`src/perf_defs.svh`:
```
// ==============================
// Stall monitor widths, sizes and address map
// ==============================
`ifndef PERF_DEFS_SVH
`define PERF_DEFS_SVH

// Issue stage shape
`define PERF_NUM_RS       3
`define PERF_TAG_W        3
`define PERF_TAG_READY    {`PERF_TAG_W{1'b1}}
`define PERF_ALIGN_DEPTH  2

// Counters
`define PERF_CNT_W        32
`define PERF_CAUSE_W      4
`define PERF_NUM_CAUSE    11

// AXI4-Lite read port
`define PERF_AXI_ADDR_W   32
`define PERF_AXI_DATA_W   32
`define PERF_RS_SEL_W     2
`define PERF_CAUSE_LSB    2
`define PERF_RS_LSB       6
`define PERF_RESP_OKAY    2'b00
`define PERF_RESP_SLVERR  2'b10

`endif
```
`src/perf_pkg.sv`:
```
// ==============================
// Stall monitor types
// Station status, issue stage signals, causes, AXI4-Lite read
// ==============================
`include "perf_defs.svh"

package perf_pkg;

    // One reservation station as seen by the monitor
    typedef struct packed {
        logic                   occupied;
        logic                   issue_valid;
        logic [`PERF_TAG_W-1:0] operand_a_tag;
        logic [`PERF_TAG_W-1:0] operand_b_tag;
    } rs_status_t;

    // Handshakes between buffer, decode, rename and LSQ
    typedef struct packed {
        logic [`PERF_NUM_RS-1:0] decode_valid;
        logic [`PERF_NUM_RS-1:0] decode_ready;
        logic [`PERF_NUM_RS-1:0] rename_ready;
        logic [`PERF_NUM_RS-1:0] lsq_alloc_ready;
    } issue_stage_t;

    // Cause codes double as counter index within a station
    typedef enum logic [`PERF_CAUSE_W-1:0] {
        CAUSE_ISSUED       = 4'd0,
        CAUSE_MISPRED      = 4'd1,
        CAUSE_LSQ_FULL     = 4'd2,
        CAUSE_ROB_FULL     = 4'd3,
        CAUSE_DECODE_OTHER = 4'd4,
        CAUSE_BUFFER_EMPTY = 4'd5,
        CAUSE_PREV_OTHER   = 4'd6,
        CAUSE_WAIT_BOTH    = 4'd7,
        CAUSE_WAIT_A       = 4'd8,
        CAUSE_WAIT_B       = 4'd9,
        CAUSE_WAIT_NONE    = 4'd10
    } stall_cause_e;

    // AXI4-Lite read address channel
    typedef struct packed {
        logic                        arvalid;
        logic [`PERF_AXI_ADDR_W-1:0] araddr;
    } axil_ar_t;

    // AXI4-Lite read data channel
    typedef struct packed {
        logic                        rvalid;
        logic [`PERF_AXI_DATA_W-1:0] rdata;
        logic [1:0]                  rresp;
    } axil_r_t;

endpackage

```
`src/perf_analyzer_top.sv`:
```
// ==============================
// Stall monitor top
// Classifier, counter bank and AXI4-Lite read port
// ==============================
`timescale 1ns/1ns
`include "perf_defs.svh"

module perf_analyzer_top
    import perf_pkg::*;
(
    input  logic         clk,
    input  logic         reset,
    input  rs_status_t   rs_status [`PERF_NUM_RS],
    input  logic         misprediction_detected,
    input  issue_stage_t issue_stage,
    input  axil_ar_t     ar,
    output logic         arready,
    output axil_r_t      r,
    input  logic         rready
);

    stall_cause_e           cause [`PERF_NUM_RS];
    logic [`PERF_CNT_W-1:0] counts [`PERF_NUM_RS*`PERF_NUM_CAUSE];
    logic [`PERF_CNT_W-1:0] cycle_count;

    // Cause per station, every cycle
    stall_classifier u_classifier (
        .clk                    (clk),
        .reset                  (reset),
        .rs_status              (rs_status),
        .misprediction_detected (misprediction_detected),
        .issue_stage            (issue_stage),
        .cause                  (cause)
    );

    stall_counter_bank u_counter_bank (
        .clk         (clk),
        .reset       (reset),
        .cause       (cause),
        .counts      (counts),
        .cycle_count (cycle_count)
    );

    // Software view of the counters
    axil_counter_reader u_reader (
        .clk         (clk),
        .reset       (reset),
        .ar          (ar),
        .arready     (arready),
        .r           (r),
        .rready      (rready),
        .counts      (counts),
        .cycle_count (cycle_count)
    );

endmodule

```
`src/axil_counter_reader.sv`:
```
// ==============================
// AXI4-Lite counter reader
// Decodes station and cause, returns a counter snapshot
// ==============================
`timescale 1ns/1ns
`include "perf_defs.svh"

module axil_counter_reader
    import perf_pkg::*;
(
    input  logic                   clk,
    input  logic                   reset,
    input  axil_ar_t               ar,
    output logic                   arready,
    output axil_r_t                r,
    input  logic                   rready,
    input  logic [`PERF_CNT_W-1:0] counts [`PERF_NUM_RS*`PERF_NUM_CAUSE],
    input  logic [`PERF_CNT_W-1:0] cycle_count
);

    logic [`PERF_RS_SEL_W-1:0]  rd_station;
    logic [`PERF_CAUSE_W-1:0]   rd_cause;
    logic                       rd_mapped;
    logic [`PERF_CNT_W-1:0]     rd_value;
    logic                       ar_fire;
    logic                       rvalid_q;
    logic [`PERF_AXI_DATA_W-1:0] rdata_q;
    logic [1:0]                 rresp_q;

    // ==============================
    // Address decode
    // ==============================
    assign rd_station = ar.araddr[`PERF_RS_LSB +: `PERF_RS_SEL_W];
    assign rd_cause   = ar.araddr[`PERF_CAUSE_LSB +: `PERF_CAUSE_W];

    always_comb begin
        rd_mapped = 1'b0;
        rd_value  = '0;
        if (rd_station < `PERF_NUM_RS && rd_cause < `PERF_NUM_CAUSE) begin
            rd_mapped = 1'b1;
            rd_value  = counts[rd_station*`PERF_NUM_CAUSE + rd_cause];
        end else if (rd_station == `PERF_NUM_RS && rd_cause == '0) begin
            // Station slot past the last RS holds the cycle counter
            rd_mapped = 1'b1;
            rd_value  = cycle_count;
        end
    end

    // ==============================
    // Handshake and response
    // ==============================

    // One read in flight at a time
    assign arready = !rvalid_q;
    assign ar_fire = ar.arvalid && arready;

    always_ff @(posedge clk) begin
        if (reset) begin
            rvalid_q <= 1'b0;
        end else if (ar_fire) begin
            rvalid_q <= 1'b1;
        end else if (rready) begin
            rvalid_q <= 1'b0;
        end
    end

    // Snapshot taken before this cycle's counter update lands
    always_ff @(posedge clk) begin
        if (ar_fire) begin
            rdata_q <= rd_value;
            rresp_q <= rd_mapped ? `PERF_RESP_OKAY : `PERF_RESP_SLVERR;
        end
    end

    assign r = '{rvalid: rvalid_q, rdata: rdata_q, rresp: rresp_q};

endmodule

```
`src/stall_counter_bank.sv`:
```
// ==============================
// Stall counter bank
// One counter per station and cause, plus a cycle counter
// ==============================
`timescale 1ns/1ns
`include "perf_defs.svh"

module stall_counter_bank
    import perf_pkg::*;
(
    input  logic                   clk,
    input  logic                   reset,
    input  stall_cause_e           cause [`PERF_NUM_RS],
    output logic [`PERF_CNT_W-1:0] counts [`PERF_NUM_RS*`PERF_NUM_CAUSE],
    output logic [`PERF_CNT_W-1:0] cycle_count
);

    // ==============================
    // Cause counters
    // ==============================

    // Flat layout, station major, cause code minor
    always_ff @(posedge clk) begin
        if (reset) begin
            counts <= '{default: '0};
        end else begin
            for (int rs = 0; rs < `PERF_NUM_RS; rs++) begin
                for (int c = 0; c < `PERF_NUM_CAUSE; c++) begin
                    // Exactly one hit per station per cycle
                    if (cause[rs] == stall_cause_e'(c)) begin
                        counts[rs*`PERF_NUM_CAUSE + c] <=
                            counts[rs*`PERF_NUM_CAUSE + c] + 1'b1;
                    end
                end
            end
        end
    end

    // ==============================
    // Cycle counter
    // ==============================
    always_ff @(posedge clk) begin
        if (reset) begin
            cycle_count <= '0;
        end else begin
            cycle_count <= cycle_count + 1'b1;
        end
    end

endmodule

```
`src/stall_classifier.sv`:
```
// ==============================
// Stall classifier
// Aligns issue stage signals, tracks mispredict penalty, picks a cause
// ==============================
`timescale 1ns/1ns
`include "perf_defs.svh"

module stall_classifier
    import perf_pkg::*;
(
    input  logic         clk,
    input  logic         reset,
    input  rs_status_t   rs_status [`PERF_NUM_RS],
    input  logic         misprediction_detected,
    input  issue_stage_t issue_stage,
    output stall_cause_e cause [`PERF_NUM_RS]
);

    // ==============================
    // Alignment and penalty state
    // ==============================

    // Issue stage runs ahead of the stations by the decode register stages
    issue_stage_t            align_q [`PERF_ALIGN_DEPTH];
    issue_stage_t            aligned;
    logic [`PERF_NUM_RS-1:0] in_penalty;

    always_ff @(posedge clk) begin
        if (reset) begin
            align_q <= '{default: '0};
        end else begin
            align_q[0] <= issue_stage;
            for (int i = 1; i < `PERF_ALIGN_DEPTH; i++) begin
                align_q[i] <= align_q[i-1];
            end
        end
    end

    assign aligned = align_q[`PERF_ALIGN_DEPTH-1];

    // Penalty ends once the station shows refilled work
    always_ff @(posedge clk) begin
        if (reset) begin
            in_penalty <= '0;
        end else begin
            for (int i = 0; i < `PERF_NUM_RS; i++) begin
                if (misprediction_detected) begin
                    in_penalty[i] <= 1'b1;
                end else if (in_penalty[i] &&
                             (rs_status[i].issue_valid || rs_status[i].occupied)) begin
                    in_penalty[i] <= 1'b0;
                end
            end
        end
    end

    // ==============================
    // Per station classification
    // ==============================
    for (genvar g = 0; g < `PERF_NUM_RS; g++) begin : g_rs
        logic wait_a;
        logic wait_b;

        assign wait_a = (rs_status[g].operand_a_tag != `PERF_TAG_READY);
        assign wait_b = (rs_status[g].operand_b_tag != `PERF_TAG_READY);

        always_comb begin
            if (rs_status[g].issue_valid) begin
                cause[g] = CAUSE_ISSUED;
            end else if (!rs_status[g].occupied) begin
                // Empty station, blame recovery first, then the front end
                if (in_penalty[g] || misprediction_detected) begin
                    cause[g] = CAUSE_MISPRED;
                end else if (!aligned.decode_ready[g]) begin
                    // Decode ready is gated by a full LSQ across all ways
                    if (aligned.lsq_alloc_ready != '1) begin
                        cause[g] = CAUSE_LSQ_FULL;
                    end else if (!aligned.rename_ready[g]) begin
                        cause[g] = CAUSE_ROB_FULL;
                    end else begin
                        cause[g] = CAUSE_DECODE_OTHER;
                    end
                end else if (!aligned.decode_valid[g]) begin
                    cause[g] = CAUSE_BUFFER_EMPTY;
                end else begin
                    cause[g] = CAUSE_PREV_OTHER;
                end
            end else begin
                // Occupied but held back
                case ({wait_a, wait_b})
                    2'b11:   cause[g] = CAUSE_WAIT_BOTH;
                    2'b10:   cause[g] = CAUSE_WAIT_A;
                    2'b01:   cause[g] = CAUSE_WAIT_B;
                    default: cause[g] = CAUSE_WAIT_NONE;
                endcase
            end
        end
    end

endmodule

```
`config.mk`:
```
export PLATFORM = sky130hd
export DESIGN_NAME = perf_analyzer_top
export DESIGN_NICKNAME = d
export VERILOG_FILES = /design/src/perf_pkg.sv /design/src/perf_analyzer_top.sv /design/src/axil_counter_reader.sv /design/src/stall_counter_bank.sv /design/src/stall_classifier.sv
export VERILOG_INCLUDE_DIRS = /design/src /design/src/src
export SDC_FILE = /design/constraint.sdc
export NUM_CORES = 2
export LEC_CHECK = 0
export BUFFER_PORTS_ARGS = -buffer_cell sky130_fd_sc_hd__buf_2
export CAP_MARGIN = 10
export CORE_UTILIZATION = 40
export CTS_BUF_LIST = sky130_fd_sc_hd__clkbuf_16
export CTS_CLUSTER_DIAMETER = 30
export DETAILED_ROUTE_END_ITERATION = 6
export SETUP_SLACK_MARGIN = 0.3
export SLEW_MARGIN = 40
export SYNTH_ARGS = -nofsm -noshare
export SYNTH_HDL_FRONTEND = slang
export SYNTH_SLANG_ARGS = --single-unit
```
`constraint.sdc`:
```
create_clock -name clk -period 4.88 [get_ports clk]
set_input_delay 0.976 -clock clk [delete_from_list [all_inputs] [get_ports clk]]
set_output_delay 0.976 -clock clk [all_outputs]
set_load 0.01 [all_outputs]
```
# Word-level counts from Yosys, hierarchy flattened
# Cells that the tools add are included.
# op_classes
mul	1
reduce_logical	21
bitwise	1
shift	0
eq_ne	47
add_sub_neg	35
n_lt_le_gt_ge	3
div_mod_pow	0
n_mux	40
# ops
cell	count
$add A32 B1 Y32 const B	34
$bmux W32 S6	1
$mux W32	4
$mux W4	15
$eq A4 B3 Y1 const B	12
$eq A4 B4 Y1 const B	9
$pmux W4 S3	3
$ge A33 B7 Y1 const B	1
$not A32 Y33	1
$eq A4 B2 Y1 const B	6
$ne A3 B3 Y1 const B	7
$logic_not A4 Y1	4
$eq A2 B2 Y1 const B	7
$eq A4 B1 Y1 const B	3
$mux W1	10
$mux W3	3
$mux W2	4
$reduce_bool A2 Y1	4
$add A6 B4 Y7	1
$eq A2 B1 Y1 const B	3
$logic_and A1 B1 Y1	6
$logic_or A1 B1 Y1	6
$mul A2 B4 Y6 const B	1
$lt A4 B4 Y1 const B	1
2 further kinds	2
# totals
latch_bits	0
regBits	1150
out_inout_bits	36
romBits	0
ramBits	0
wordCells	196
inputBits	73
mem_count	0

# Depth between registers and ports, before layout
# depth
depth_word	7
depth_mapped	15
mapped_depth_nobuf	12

# Hierarchy
# Synthesis repeated with hierarchy kept, for this count alone.
# hier_totals
cells_unflattened	7048
hier_area_um2	60767.0
# by_module_without_submodules
module	cells_each	area_per_inst_um2	instances
stall_counter_bank	5785	49298.5	1
axil_counter_reader	1148	10329.9	1
stall_classifier	115	1138.6	1

# Least setup slack after synthesis
# Ideal clock, no wire load.
# synth_timing
path_kind	input to register
from	input ar[3] (netlist name)
to	register u_reader.rdata_q[6] (data pin)
stages	13
setup_slack_ns	0.583
arrival_ns	4.029
required_ns	4.612
setup_ns	0.268
cell_sequence	inv_1 -> fa_1 -> inv_1 -> ha_1 -> inv_1 -> fa_1 -> clkbuf_1 -> clkbuf_1 -> mux4_2 -> mux4_2 -> nor2b_1 -> a21oi_1 -> o211ai_1
# synth_via
elab_chain_cells	6
word_cells_on_any_way	11
classes_between	add/sub (1); order compare (1); mux (5); bitwise (1); reduce/logical (3)
# synth_rtl
item	line_no	rtl
from (decl)	perf_analyzer_top.sv:16	input axil_ar_t ar,
$add A6 B4 Y7	axil_counter_reader.sv:41	rd_value = counts[rd_station*`PERF_NUM_CAUSE + rd_cause];
$not A32 Y33	axil_counter_reader.sv:41	
$bmux W32 S6	axil_counter_reader.sv:41	
$mux W32 (2 in series)	axil_counter_reader.sv:41	
$mux W32 (*)	axil_counter_reader.sv:39	if (rd_station < `PERF_NUM_RS && rd_cause < `PERF_NUM_CAUSE) begin
net u_reader.rd_value[6]	axil_counter_reader.sv:24	logic [`PERF_CNT_W-1:0] rd_value;
to (signal assigned)	axil_counter_reader.sv:70	rdata_q <= rd_value;
to (decl)	axil_counter_reader.sv:27	logic [`PERF_AXI_DATA_W-1:0] rdata_q;
# Mark *: on every way through the listed nets, which the timed path passes. The rest lies on a longest branch. The select of a mux whose other input is x is not followed.
# A chain may end at the register's enable or synchronous reset.

# Worst setup path in the final report
# layout_timing
from	input ar[3] (netlist name)
to	register u_reader.rdata_q[22] (data pin)
# The elaborated chain is that of the path after synthesis.

==> results.sh <==
export IMPL_syn_to_final_growth_pct=21.6
export IMPL_cap_violations=0
export IMPL_ys_top_cells_by_area="dfxtp_1 36%, mux4_2 10%, xnor2_1 9.2%"
export IMPL_maxSlewViolCount=0
export IMPL_grt_pass1_vias=51900
export IMPL_skew_ps=51.1
export IMPL_start_util=0.405
export IMPL_antenna_left=0
export IMPL_r2r_start="u_classifier.align_q[1]"
export IMPL_dp_cells=8893
export IMPL_synth_top_area_share=0.361
export IMPL_crit_required_ps=5480
export IMPL_synth_most_common_cell="nor2_1"
export IMPL_ys_warnings_count=0
export IMPL_viasPerCell=5.91
export IMPL_worst_pin_slew_ps=946
export IMPL_final_area_mm2=0.0752
export IMPL_grt_pass1_wl_mm=327
export IMPL_synth_edf_count=33
export IMPL_rsz0062_at_grt="no"
export IMPL_drive_above_1_share=0.148
export IMPL_power_density_mw_per_mm2=423
export IMPL_holdPathEnd="u_reader.rvalid_q"
export IMPL_path_clk_slew_ps=40
export IMPL_antenna_found_initial=24
export IMPL_cpPeakStageDelay_ps=800
export IMPL_wl_mm=219
export IMPL_worstRegToRegCells=6
export IMPL_track_usage=0.274
export IMPL_crit_chain="buf_2 > inv_1 > fa_1 > inv_1 > ha_4 > inv_1 > fa_4 > buf_12 > mux4_2 > mux4_2 > a21oi_1 > o211ai_1"
export IMPL_async_reset_ff_frac=0
export IMPL_netlist_top_cells_count="1152 x nor2_1, 1116 x dfxtp_1, 650 x xnor2_1"
export IMPL_timing_fmax_ghz=0.262
export IMPL_synth_nets=7136
export IMPL_avgSynthCellArea_um2=8.82
export IMPL_ir_worst_vdd_mv=0.385
export IMPL_cts_tree="done"
export IMPL_cts_sinks=1149
export IMPL_status="complete, but fails checks"
export IMPL_placed_cell_area_mm2=0.0649
export IMPL_multi_input_area_mm2=0.0365
export IMPL_pwr_share_comb=0.070
export IMPL_cts_buffer_depth=4
export IMPL_seq_area_frac_synth=0.377
export IMPL_cts_hold_buf=0
export IMPL_syn_inst=7013
export IMPL_startpoint_type="primary input"
export IMPL_drt_iter0_markers=6361
export IMPL_dieArea_mm2=0.156
export IMPL_power_frac_seq=0.303
export IMPL_p_sw_frac=0.241
export IMPL_r2r_setup_slack_ps=1440
export IMPL_clkPwrFrac=0.627
export IMPL_violations="DRC"
export IMPL_hold_path_class="primary input to flop"
export IMPL_total_leakage_power_nw=24.5
export IMPL_critical_path_max_fanout=33
export IMPL_port_buffers=81
export IMPL_finalSetupViolCount=0
export IMPL_n_fill_cell=14200
export IMPL_p_switching_mw=7.66
export IMPL_crit_path_end_kind="flop"
export IMPL_cts_resized=0
export IMPL_crit_top_cell="inv_1"
export IMPL_cp_arrival_ps=4420
export IMPL_hold_viol=0
export IMPL_fin_crit_sh=0.782
export IMPL_min_from="rready"
export IMPL_grt_start_max_net_pins=130
export IMPL_vias=55900
export IMPL_hold_depth=2
export IMPL_register_area_mm2=0.0233
export IMPL_slowest_stage="fa_4"
export IMPL_drc=3
export IMPL_num_nets_final=7307
export IMPL_yosysUniqueCellTypes=104
export IMPL_fin_hold_ws_ps=258
export IMPL_post_cts_buffers=0
export IMPL_critPathKind="primary input to flop"
export IMPL_die_w_um=395
export IMPL_fin_total_pwr_mw=31.8
export IMPL_synth_seq_cells=1149
export IMPL_place_gp_congestion=0.965
export IMPL_ys_flop_type="dfxtp_1"
export IMPL_clock_latency_ps=900
export IMPL_slew_headroom=0.368
export IMPL_yosys_area_top_type="dfxtp_1"
export IMPL_synth_area_mm2=0.0619
export IMPL_worst_r2r_endpoint="u_counter_bank.counts[477]"
export IMPL_startpoint="ar[3]"
export IMPL_overflow=0
export IMPL_internal_power_mw=24.2
export IMPL_die_y_um=395
export IMPL_wl_per_cell_um=23.2
export IMPL_setup_tns_ps=0
export IMPL_io_pins=109
export IMPL_core_area_mm2=0.153
export IMPL_hpwl_mm=162
export IMPL_period_needed_ps=3820
export IMPL_rows=143
export IMPL_root_buffer="clkbuf_16"
export IMPL_numCtsBuffers=318
export IMPL_fin_cells=9450
export IMPL_dr_pass1_iters=7
export IMPL_h_tree_depth=5
[flip-flops by register name, indices dropped and copies added, names as in the netlist]
register / count
u_classifier.align_q: 24
u_classifier.in_penalty: 3
u_counter_bank.counts: 1056
u_counter_bank.cycle_count: 32
u_reader.rdata_q: 32
u_reader.rresp_q: 1
u_reader.rvalid_q: 1
[area by class of cell]
type,instances,area share
antenna,4,0.000133
clock buffer,325,0.108
clock inverter,227,0.0281
inverter,185,0.00923
multi-input combinational,5286,0.485
sequential,1149,0.310
tap,2030,0.0338
timing repair buffer,244,0.0256
[kinds of logic after synthesis]
family | after synthesis | synth area share
AOI/OAI and AO/OA | 557 | 0.0575
xor gates and xnor gates | 892 | 0.126
adders and majority gates | 50 | 0.0104
buffers and inverters | 578 | 0.0374
DFF | 1149 | 0.377
muxes | 304 | 0.106
other | 1 | 0.0000606
and+or+nand+nor | 3482 | 0.285
[per-stage QoR]
stage,utilization,setup slack [ps]
after floorplan,-,583
after global placement,0.424,196
after detailed placement,0.425,253
after CTS,0.492,1170
after global routing,0.492,1050
final,0.492,1060
[power groups by stage]
stage               Combinational (mW)  Sequential, mW  Clock (mW)
finish                            2.24            9.65        19.9
global route                      2.35            9.64        20.7
CTS                               2.21            9.65        20.1
detailed placement                2.20            9.81           0
global placement                  2.19            9.81           0
floorplan                         1.40            9.75           0
[placed cells by master, fill, tap and decap left out, types with 22 or more instances in the layout]
| cell | netlist | layout |
|---|---|---|
| clkinv_1 | 0 | 55 |
| and3_1 | 110 | 110 |
| clkinvlp_4 | 0 | 31 |
| and4_1 | 96 | 96 |
| dfxtp_1 | 1116 | 1115 |
| nor3_1 | 321 | 317 |
| xnor2_1 | 650 | 649 |
| edfxtp_1 | 33 | 33 |
| nor2_1 | 1152 | 1150 |
| buf_12 | 0 | 23 |
| nor4_1 | 270 | 266 |
| or4_1 | 22 | 22 |
| clkinv_2 | 0 | 43 |
| buf_2 | 61 | 82 |
| buf_4 | 6 | 138 |
| nand3_1 | 399 | 398 |
| clkbuf_16 | 0 | 325 |
| and2_1 | 59 | 59 |
| nand2_1 | 424 | 423 |
| a21oi_1 | 212 | 212 |
| o21ai_0 | 142 | 142 |
| a211oi_1 | 23 | 22 |
| ha_1 | 48 | 46 |
| bufinv_16 | 0 | 38 |
| nor2b_1 | 55 | 54 |
| inv_1 | 185 | 228 |
| or3_1 | 148 | 148 |
| nor4b_1 | 33 | 33 |
| xor2_1 | 242 | 241 |
| nand4_1 | 296 | 296 |
| mux4_2 | 282 | 282 |
[critical path, delay by kind of cell]
kind / cells / cell delay, ps
AO/OA/AOI/OAI: 2 / 310
adder cells (fa/ha/maj): 3 / 1460
buffers and inverters: 5 / 590
multiplexers: 2 / 1010
[worst max path at each step]
stage                                       to  slack (ps)  cells past startpoint
final                     u_reader.rdata_q[22]        1060                     12
after global routing      u_reader.rdata_q[10]        1050                     13
after CTS                 u_reader.rdata_q[22]        1170                     12
after detailed placement  u_reader.rdata_q[25]         250                     12
after global placement    u_reader.rdata_q[23]         200                     13
after floorplan            u_reader.rdata_q[6]         580                     13
[routing by layer]
layer  wire (um)  GRT usage  part of all wire
met1       93300      0.377              0.43
met5          13          0          0.000059
met3       21800     0.0639             0.099
met4        8890      0.114             0.040
met2       95500      0.409              0.44
(Power assumes the default switching activity.)
